==> src/mbus_pkg.sv <==
/*
 * Shared definitions for the wake-up and interrupt path of one bus member
 * layer. Holds the power state encoding, the sleep/isolate drive levels and
 * the register map seen by the layer CPU over APB.
 * Compile this package before every other design file.
 */
`default_nettype none

package mbus_pkg;

   // Power sequencing states, 3 bits wide to leave room for later states
   typedef enum logic [2:0] {
      SLEEP_ALL = 3'd0,
      BC_ON     = 3'd1,
      BC_ACTIVE = 3'd2,
      LC_ACTIVE = 3'd3
   } pwr_state_t;

   // Levels on sleep and isolate controls
   // Hold means asleep or isolated
   localparam logic IO_HOLD    = 1'b1;
   localparam logic IO_RELEASE = 1'b0;

   // Word addresses of the APB register file
   localparam logic [3:0] ADDR_CTRL   = 4'd0;
   localparam logic [3:0] ADDR_TIMER  = 4'd1;
   localparam logic [3:0] ADDR_STATUS = 4'd2;

   // Control register, write-one strobes, read back as zero
   localparam int CTRL_REQ_INT = 0;
   localparam int CTRL_CLR_INT = 1;
   localparam int CTRL_WAKE_LC = 2;
   localparam int CTRL_SLEEP   = 3;

   // Status register fields
   localparam int STAT_STATE_LSB = 0;
   localparam int STAT_STATE_W   = 3;
   localparam int STAT_INT_WIRE  = 4;
   localparam int STAT_INT_BUS   = 5;
   localparam int STAT_BUS_BUSY  = 6;

endpackage

`default_nettype wire

==> src/mbus_pwr_if.sv <==
/*
 * Power control bundle between the power state machine and the blocks that
 * follow its sleep and isolation decisions. The state machine connects to
 * the master modport, everybody else observes through the monitor modport.
 */
`timescale 1ns/1ns
`default_nettype none

interface mbus_pwr_if;
   import mbus_pkg::*;

   // Bus controller and layer controller sleep, bus controller isolation
   logic       mbc_sleep;
   logic       lrc_sleep;
   logic       mbc_isolate;
   // Current power state, for status readback
   pwr_state_t state;

   modport master (
      output mbc_sleep, lrc_sleep, mbc_isolate, state
   );

   modport monitor (
      input mbc_sleep, lrc_sleep, mbc_isolate, state
   );

endinterface

`default_nettype wire

==> src/mbus_apb_regs.sv <==
/*
 * APB slave for the layer CPU. Holds the wake timer period, turns control
 * writes into registered one-cycle command strobes and builds the status
 * word from the live power state and interrupt flags.
 * No wait states: pready is tied high, unmapped addresses flag pslverr.
 */
`timescale 1ns/1ns
`default_nettype none

module mbus_apb_regs #(
   parameter int unsigned TIMER_W = 16
) (
   input  wire                INT_BUSY,
   input  wire                RESETn_local,
   // APB slave
   input  wire                psel,
   input  wire                penable,
   input  wire                pwrite,
   input  wire  [3:0]         paddr,
   input  wire  [31:0]        pwdata,
   output logic [31:0]        prdata,
   output logic               pready,
   output logic               pslverr,
   // Live status sources
   mbus_pwr_if.monitor        pwr,
   input  wire                ext_int_to_wire,
   input  wire                ext_int_to_bus,
   input  wire                bus_busy,
   // Command strobes and timer setting
   output logic               req_int,
   output logic               clr_ext_int,
   output logic               wake_lc,
   output logic               sleep_req,
   output logic [TIMER_W-1:0] timer_period
);
   import mbus_pkg::*;

   logic        access;
   logic        addr_ok;
   logic        ctrl_wr;
   logic [31:0] stat_word;
   logic [31:0] rd_word;

   // Transfer completes in the access phase
   assign access  = psel && penable;
   assign addr_ok = (paddr == ADDR_CTRL) || (paddr == ADDR_TIMER) ||
                    (paddr == ADDR_STATUS);
   assign ctrl_wr = access && pwrite && (paddr == ADDR_CTRL);

   assign pready  = 1'b1;
   assign pslverr = access && !addr_ok;

   // Status word from the live state and flags
   always_comb begin
      stat_word = '0;
      stat_word[STAT_STATE_LSB +: STAT_STATE_W] = pwr.state;
      stat_word[STAT_INT_WIRE] = ext_int_to_wire;
      stat_word[STAT_INT_BUS]  = ext_int_to_bus;
      stat_word[STAT_BUS_BUSY] = bus_busy;
   end

   // Read mux, control reads back as zero
   always_comb begin
      case (paddr)
         ADDR_TIMER:  rd_word = 32'(timer_period);
         ADDR_STATUS: rd_word = stat_word;
         default:     rd_word = '0;
      endcase
   end

   // Zero outside a read access
   assign prdata = (access && !pwrite) ? rd_word : '0;

   // Period register and command strobes
   always_ff @(posedge INT_BUSY or negedge RESETn_local) begin
      if (!RESETn_local) begin
         timer_period <= '0;
         req_int      <= 1'b0;
         clr_ext_int  <= 1'b0;
         wake_lc      <= 1'b0;
         sleep_req    <= 1'b0;
      end else begin
         if (access && pwrite && (paddr == ADDR_TIMER))
            timer_period <= TIMER_W'(pwdata);
         // Strobes last one cycle after the access edge
         req_int     <= ctrl_wr && pwdata[CTRL_REQ_INT];
         clr_ext_int <= ctrl_wr && pwdata[CTRL_CLR_INT];
         wake_lc     <= ctrl_wr && pwdata[CTRL_WAKE_LC];
         sleep_req   <= ctrl_wr && pwdata[CTRL_SLEEP];
      end
   end

endmodule

`default_nettype wire

==> src/mbus_pwr_fsm.sv <==
/*
 * Power sequencing for the bus controller and the layer controller.
 * Wakes on a pending bus interrupt or timer expiry, brings the bus
 * controller up one step at a time, and drops everything back to sleep on
 * a sleep command. Restarts the wake timer on each entry into sleep.
 */
`timescale 1ns/1ns
`default_nettype none

module mbus_pwr_fsm (
   input  wire          INT_BUSY,
   input  wire          RESETn_local,
   input  wire          ext_int_to_bus,
   input  wire          timer_expired,
   input  wire          wake_lc,
   input  wire          sleep_req,
   mbus_pwr_if.master   pwr,
   output logic         timer_start
);
   import mbus_pkg::*;

   pwr_state_t state_q;
   pwr_state_t state_d;
   logic       enter_sleep;

   // Next state
   always_comb begin
      state_d = state_q;
      if (sleep_req) begin
         // Sleep wins from every state
         state_d = SLEEP_ALL;
      end else begin
         case (state_q)
            SLEEP_ALL: begin
               // Expiry only counts while asleep
               if (ext_int_to_bus || timer_expired)
                  state_d = BC_ON;
            end
            // Single cycle with power up but still isolated
            BC_ON:     state_d = BC_ACTIVE;
            BC_ACTIVE: begin
               if (wake_lc)
                  state_d = LC_ACTIVE;
            end
            LC_ACTIVE: state_d = LC_ACTIVE;
            default:   state_d = SLEEP_ALL;
         endcase
      end
   end

   // A sleep command while asleep counts as a fresh entry
   assign enter_sleep = (state_d == SLEEP_ALL) &&
                        ((state_q != SLEEP_ALL) || sleep_req);

   always_ff @(posedge INT_BUSY or negedge RESETn_local) begin
      if (!RESETn_local) begin
         state_q     <= SLEEP_ALL;
         // Reset counts as entry into sleep
         timer_start <= 1'b1;
      end else begin
         state_q     <= state_d;
         timer_start <= enter_sleep;
      end
   end

   // Control levels decoded from the state
   always_comb begin
      case (state_q)
         BC_ON: begin
            pwr.mbc_sleep   = IO_RELEASE;
            pwr.mbc_isolate = IO_HOLD;
            pwr.lrc_sleep   = IO_HOLD;
         end
         BC_ACTIVE: begin
            pwr.mbc_sleep   = IO_RELEASE;
            pwr.mbc_isolate = IO_RELEASE;
            pwr.lrc_sleep   = IO_HOLD;
         end
         LC_ACTIVE: begin
            pwr.mbc_sleep   = IO_RELEASE;
            pwr.mbc_isolate = IO_RELEASE;
            pwr.lrc_sleep   = IO_RELEASE;
         end
         default: begin
            // SLEEP_ALL and unused codes hold everything
            pwr.mbc_sleep   = IO_HOLD;
            pwr.mbc_isolate = IO_HOLD;
            pwr.lrc_sleep   = IO_HOLD;
         end
      endcase
   end

   assign pwr.state = state_q;

endmodule

`default_nettype wire

==> src/mbus_wake_timer.sv <==
/*
 * Wake-up down-counter. A start pulse loads the programmed period, the
 * counter then runs once per clock and raises expired for one cycle exactly
 * period cycles after the start pulse. A zero period leaves it idle.
 */
`timescale 1ns/1ns
`default_nettype none

module mbus_wake_timer #(
   parameter int unsigned TIMER_W = 16
) (
   input  wire               INT_BUSY,
   input  wire               RESETn_local,
   input  wire               start,
   input  wire [TIMER_W-1:0] period,
   output logic              expired
);

   logic [TIMER_W-1:0] count;
   logic               active;

   always_ff @(posedge INT_BUSY or negedge RESETn_local) begin
      if (!RESETn_local) begin
         active <= 1'b0;
         count  <= '0;
      end else if (start) begin
         // Restart on every start, even mid count
         active <= (period != '0);
         // Loaded one below so zero lines up with period cycles
         count  <= period - TIMER_W'(1);
      end else if (active) begin
         if (count == '0)
            active <= 1'b0;
         else
            count <= count - TIMER_W'(1);
      end
   end

   // One cycle at zero, then idle
   assign expired = active && (count == '0);

endmodule

`default_nettype wire

==> src/mbus_int_ctrl.sv <==
/*
 * Interrupt qualification for the layer. Tracks whether the bus is busy
 * and decides if a CPU interrupt request may go out, based on the sleep
 * state of both controllers. Drives a one-cycle pulse to the wakeup wire
 * and a held request to the bus, cleared by the CPU.
 */
`timescale 1ns/1ns
`default_nettype none

module mbus_int_ctrl (
   input  wire          INT_BUSY,
   input  wire          RESETn_local,
   mbus_pwr_if.monitor  pwr,
   input  wire          req_int,
   input  wire          clr_ext_int,
   input  wire          bus_active,
   input  wire          mbus_clr_busy,
   input  wire          sc_clr_busy,
   output logic         ext_int_to_wire,
   output logic         ext_int_to_bus,
   output logic         bus_busy
);
   import mbus_pkg::*;

   logic clr_busy;
   logic qualified;

   // Bus side clear is ignored while the bus controller is isolated
   assign clr_busy = sc_clr_busy ||
                     (mbus_clr_busy && (pwr.mbc_isolate == IO_RELEASE));

   // Request qualification on controller sleep levels
   always_comb begin
      qualified = 1'b0;
      case ({pwr.mbc_sleep, pwr.lrc_sleep})
         // Both asleep
         {IO_HOLD, IO_HOLD}:    qualified = req_int;
         // BC up, LC down, only when the bus is idle
         {IO_RELEASE, IO_HOLD}: qualified = req_int && !bus_busy;
         // LC up, or the unreachable BC down / LC up
         default:               qualified = 1'b0;
      endcase
   end

   always_ff @(posedge INT_BUSY or negedge RESETn_local) begin
      if (!RESETn_local) begin
         bus_busy        <= 1'b0;
         ext_int_to_wire <= 1'b0;
         ext_int_to_bus  <= 1'b0;
      end else begin
         // Clear beats set
         if (clr_busy)
            bus_busy <= 1'b0;
         else if (bus_active)
            bus_busy <= 1'b1;
         // Single pulse per request
         ext_int_to_wire <= qualified;
         // Held until the CPU clears it
         if (clr_ext_int)
            ext_int_to_bus <= 1'b0;
         else if (qualified)
            ext_int_to_bus <= 1'b1;
      end
   end

endmodule

`default_nettype wire

==> src/mbus_wakeup_top.sv <==
/*
 * Top of the layer wake-up and interrupt path. Joins the APB register
 * block, power state machine, wake timer and interrupt controller, and
 * exposes APB and the bus side signals as plain ports.
 */
`timescale 1ns/1ns
`default_nettype none

module mbus_wakeup_top #(
   parameter int unsigned TIMER_W = 16
) (
   input  wire         INT_BUSY,
   input  wire         RESETn_local,
   // APB slave
   input  wire         psel,
   input  wire         penable,
   input  wire         pwrite,
   input  wire  [3:0]  paddr,
   input  wire  [31:0] pwdata,
   output logic [31:0] prdata,
   output logic        pready,
   output logic        pslverr,
   // Bus side
   input  wire         bus_active,
   input  wire         mbus_clr_busy,
   input  wire         sc_clr_busy,
   output logic        ext_int_to_wire,
   output logic        ext_int_to_bus,
   output logic        mbc_sleep,
   output logic        lrc_sleep,
   output logic        mbc_isolate
);

   logic               bus_busy;
   logic               req_int;
   logic               clr_ext_int;
   logic               wake_lc;
   logic               sleep_req;
   logic               timer_start;
   logic               timer_expired;
   logic [TIMER_W-1:0] timer_period;

   // Power controls shared by the state machine and its observers
   mbus_pwr_if pwr_bus ();

   mbus_apb_regs #(.TIMER_W(TIMER_W)) u_regs (
      .INT_BUSY, .RESETn_local,
      .psel, .penable, .pwrite, .paddr, .pwdata, .prdata, .pready, .pslverr,
      .pwr (pwr_bus),
      .ext_int_to_wire, .ext_int_to_bus, .bus_busy,
      .req_int, .clr_ext_int, .wake_lc, .sleep_req, .timer_period
   );

   mbus_pwr_fsm u_fsm (
      .INT_BUSY, .RESETn_local, .ext_int_to_bus, .timer_expired,
      .wake_lc, .sleep_req, .pwr (pwr_bus), .timer_start
   );

   mbus_wake_timer #(.TIMER_W(TIMER_W)) u_timer (
      .INT_BUSY, .RESETn_local, .start (timer_start),
      .period (timer_period), .expired (timer_expired)
   );

   mbus_int_ctrl u_int (
      .INT_BUSY, .RESETn_local, .pwr (pwr_bus),
      .req_int, .clr_ext_int, .bus_active, .mbus_clr_busy, .sc_clr_busy,
      .ext_int_to_wire, .ext_int_to_bus, .bus_busy
   );

   assign mbc_sleep   = pwr_bus.mbc_sleep;
   assign lrc_sleep   = pwr_bus.lrc_sleep;
   assign mbc_isolate = pwr_bus.mbc_isolate;

endmodule

`default_nettype wire

==> config.mk <==
export PLATFORM = sky130hd
export DESIGN_NAME = mbus_wakeup_top
export DESIGN_NICKNAME = d
export VERILOG_FILES = /design/src/mbus_pkg.sv /design/src/mbus_pwr_if.sv /design/src/mbus_apb_regs.sv /design/src/mbus_pwr_fsm.sv /design/src/mbus_wake_timer.sv /design/src/mbus_int_ctrl.sv /design/src/mbus_wakeup_top.sv
export SDC_FILE = /design/constraint.sdc
export NUM_CORES = 1
export LEC_CHECK = 0
export BUFFER_PORTS_ARGS = -buffer_cell sky130_fd_sc_hd__buf_4
export CAP_MARGIN = 5
export CORE_MARGIN = 2
export CORE_UTILIZATION = 57
export DETAILED_ROUTE_END_ITERATION = 6
export GPL_ROUTABILITY_DRIVEN = 0
export PLACE_DENSITY = 0.87
export SKIP_CTS_REPAIR_TIMING = 1
export SYNTH_ARGS = -nofsm -noshare
export SYNTH_HDL_FRONTEND = slang
export SYNTH_HIERARCHICAL = 1
export SYNTH_SLANG_ARGS = --single-unit
==> constraint.sdc <==
create_clock -name INT_BUSY -period 5.27 [get_ports INT_BUSY]
set_input_delay 0 -clock INT_BUSY [delete_from_list [all_inputs] [get_ports INT_BUSY]]
set_output_delay 0 -clock INT_BUSY [all_outputs]
set_load 0.02 [all_outputs]
==> run summary <==
Synth warn = 6
LEAKAGE = 1.62 nW
Status = completed
Placed inst area = 0.00324 mm²
Final setup TNS = 0 ns
RSZ-0062 raised after global routing = false
Mapped cell area = 0.00295 mm²
Crit path kind = reg2reg
Arrival time at the worst endpoint = 2.88 ns
Clk sinks = 44
Final Hold Vio Count = 0
Flops & latches, synth = 44
CTS tree = done
Fin area = 0.00352 mm²
Layout cells sized above 1 = 0.291
Commonest non-fill, non-tap cell in the layout = buf_4
Rel. slew slack = 0.202
Sequential Power Share = 0.454
Sequential fraction of the synthesis area = 0.373
HP Class = in2reg
Comb power frac = 0.351
Worst-Skew Late Latency = 0.30 ns
Crit end category = flop
Post-Syn Instances = 279
Non-filler cells, final = 414
Grt ovf = 0
Core area = 0.00504 mm²
Min-delay src = paddr[0]
Initial antenna violation count = 0
Ys async rst share = 1.00
Worst EP required = 5.46 ns
Mux share of post-synthesis cell area = 0.108
Synth top area cells = dfrtp_1 36%, mux2_4 5.1%, buf_4 4.6%
Worst-Margin Slew = 1.18 ns
Crit Reg-Reg Startpoint = u_fsm/timer_start
Max Cap Viol = 0
Period utilization = 0.509
Finish-stage setup viols = 0
Top FF cell, synth = dfrtp_1
Adder-Cell Fraction of Synth Area = 0.00424
Slew Limit Fails = 0
Post-synth top area share = 0.364
Sw power = 0.424 mW
Cell variety after synth = 71
Die X = 76.0 µm
Final HPWL DP = 4630 µm
Main combinational cell family by area after synthesis = simple AND/OR/NAND/NOR gates
Die ar. = 0.00577 mm²
Switch share = 0.379
Ant. Diodes = 0
Maximum VDD drop = 0.185 mV
Starting Density = 0.586
Clk slew on worst S/H paths = 0.08 ns
PD cells = 318 mW/mm²
DRC violation count after routing = 0
CTS Buf Count = 5
Clock skew = 0.0117 ns
Placed cell count = 387
Port Buffers = 49
Synth Area in XOR/XNOR = 0.0504
Routed Antenna Nets = 0
Clock tree buffer depth = 2
Chip height = 76.0 µm
Synth Area in Simple Gates = 0.212
CP Max Fanout = 39
DR pass1 iterations = 4
Total Routing Usage GR = 0.233
Internal power = 0.695 mW
Reg2reg setup slack = 2.58 ns
Dominant cell type by area after synthesis = dfrtp_1
Worst setup startpoint = u_fsm/timer_start
Tmin final = 2.69 ns
First-pass GRT wire length = 11,000 µm
Hold WS = 0.204 ns
Via density = 5.96
Area Overhead vs Synth = 19.1%
Syn avg cell area = 10.6 µm²
Post-layout net count = 388
Pin count of the biggest net entering global routing = 45
Post-synth EDFFs = 0
Most frequent cells in the layout = 49 x buf_4, 43 x dfrtp_1, 19 x dlygate4sd3_1
Fmax = 372 MHz
CP startpoint kind = flop
Vias = 2,469
H-tree Lvls = 2
Root Driver = clkbuf_8
# rows = 26
Routed length per instance = 18.3 µm
IO Count = 83
Compound-Gate Fraction of Synth Area = 0.160
Total Wirelength = 7560 µm
Iter 0 DRT Violations = 297
Clock power share = 0.196
Vias in the first global route = 2,401
[metal layers]
layer	global-route usage	part of all wire	routed length [µm]
met5	0	0	0
met4	0.0982	0.021	158
met3	0.0474	0.069	519
met2	0.397	0.50	3780
met1	0.290	0.41	3110
[cell usage after synthesis (2+ instances only)]
| master | number |
|---|---|
| conb_1 | 3 |
| mux2_2 | 7 |
| inv_1 | 9 |
| nand4_1 | 2 |
| a32o_1 | 5 |
| a211oi_1 | 3 |
| xor2_1 | 12 |
| or4_1 | 2 |
| a21oi_2 | 3 |
| buf_4 | 18 |
| clkbuf_1 | 2 |
| nand2_1 | 13 |
| buf_6 | 2 |
| mux2i_1 | 9 |
| o21ai_0 | 2 |
| or2_2 | 2 |
| o221ai_1 | 2 |
| o211ai_1 | 5 |
| mux2_4 | 10 |
| nor4b_1 | 5 |
| xnor2_1 | 5 |
| and2_1 | 16 |
| a211oi_2 | 2 |
| o311a_1 | 2 |
| nor2_1 | 16 |
| a211o_1 | 6 |
| dfrtp_1 | 43 |
| nor3b_1 | 2 |
| nor3_1 | 9 |
| o21a_1 | 2 |
| nand2b_1 | 2 |
| o22a_2 | 2 |
| a21oi_1 | 7 |
| nand3_1 | 4 |
| nor4_2 | 2 |
| nor4_1 | 4 |
| clkbuf_8 | 3 |
| nand3_2 | 3 |
[logic make-up after synthesis]
| family | Yosys count |
|---|---|
| flip-flops | 44 |
| multiplexers | 26 |
| XOR/XNOR | 17 |
| AO/OA/AOI/OAI | 56 |
| AND/OR/NAND/NOR | 97 |
| other | 3 |
| buffers and inverters | 35 |
| adder cells (fa/ha/maj) | 1 |
[per-stage QoR]
stage	total power, mW	setup WS [ns]	util
final	1.12	2.58	0.698
after global routing	1.18	2.36	0.698
after CTS	1.10	2.58	0.660
after detailed placement	0.876	2.61	0.642
after global placement	0.860	2.69	0.642
after floorplan	0.789	2.61	-
[critical path, stage by stage, from the launching register on]
cell and delay (ns):
dfstp_2 1.00, mux2i_1 0.27, ha_1 0.30, o211ai_2 0.21, a211oi_1 0.36, xor2_1 0.12
a211o_1 0.30
[path summary, 6_finish.rpt]
kind	to	cells past startpoint
worst min register to register	u_fsm/timer_start	1
max in group asynchronous	u_regs/timer_period[0]	2
worst min-delay path	u_regs/wake_lc	4
worst max-delay path	u_timer/count[6]	6
min in group asynchronous	u_timer/count[12]	2
worst max register to register	u_timer/count[6]	6
[power by group through the flow]
| stage | sequential, mW | combinational (mW) | clock (mW) |
|---|---|---|---|
| final | 0.508 | 0.392 | 0.219 |
| after detailed placement | 0.509 | 0.367 | 0 |
| after global routing | 0.519 | 0.425 | 0.237 |
| after global placement | 0.506 | 0.354 | 0 |
| after CTS | 0.504 | 0.371 | 0.222 |
| after floorplan | 0.479 | 0.310 | 0 |
[final cells by class]
| type | count | area (µm²) |
|---|---|---|
| Multi-Input combinational cell | 215 | 1650 |
| Fill cell | 337 | 1520 |
| Sequential cell | 44 | 1100 |
| Timing Repair Buffer | 68 | 558 |
| Clock buffer | 8 | 90.1 |
| Tap cell | 70 | 87.6 |
| Inverter | 9 | 33.8 |
[sequential cells by signal, indices dropped and copies added (netlist names)]
name / flops
u_regs/timer_period: 16
u_regs/req_int: 1
u_timer/count: 16
u_fsm/timer_start: 1
u_int/bus_busy: 1
u_int/ext_int_to_wire: 1
u_regs/sleep_req: 1
u_regs/wake_lc: 1
u_fsm/pwr.state: 3
u_timer/active: 1
u_int/ext_int_to_bus: 1
u_regs/clr_ext_int: 1
Note: power is estimated with default switching activity, not from simulation.
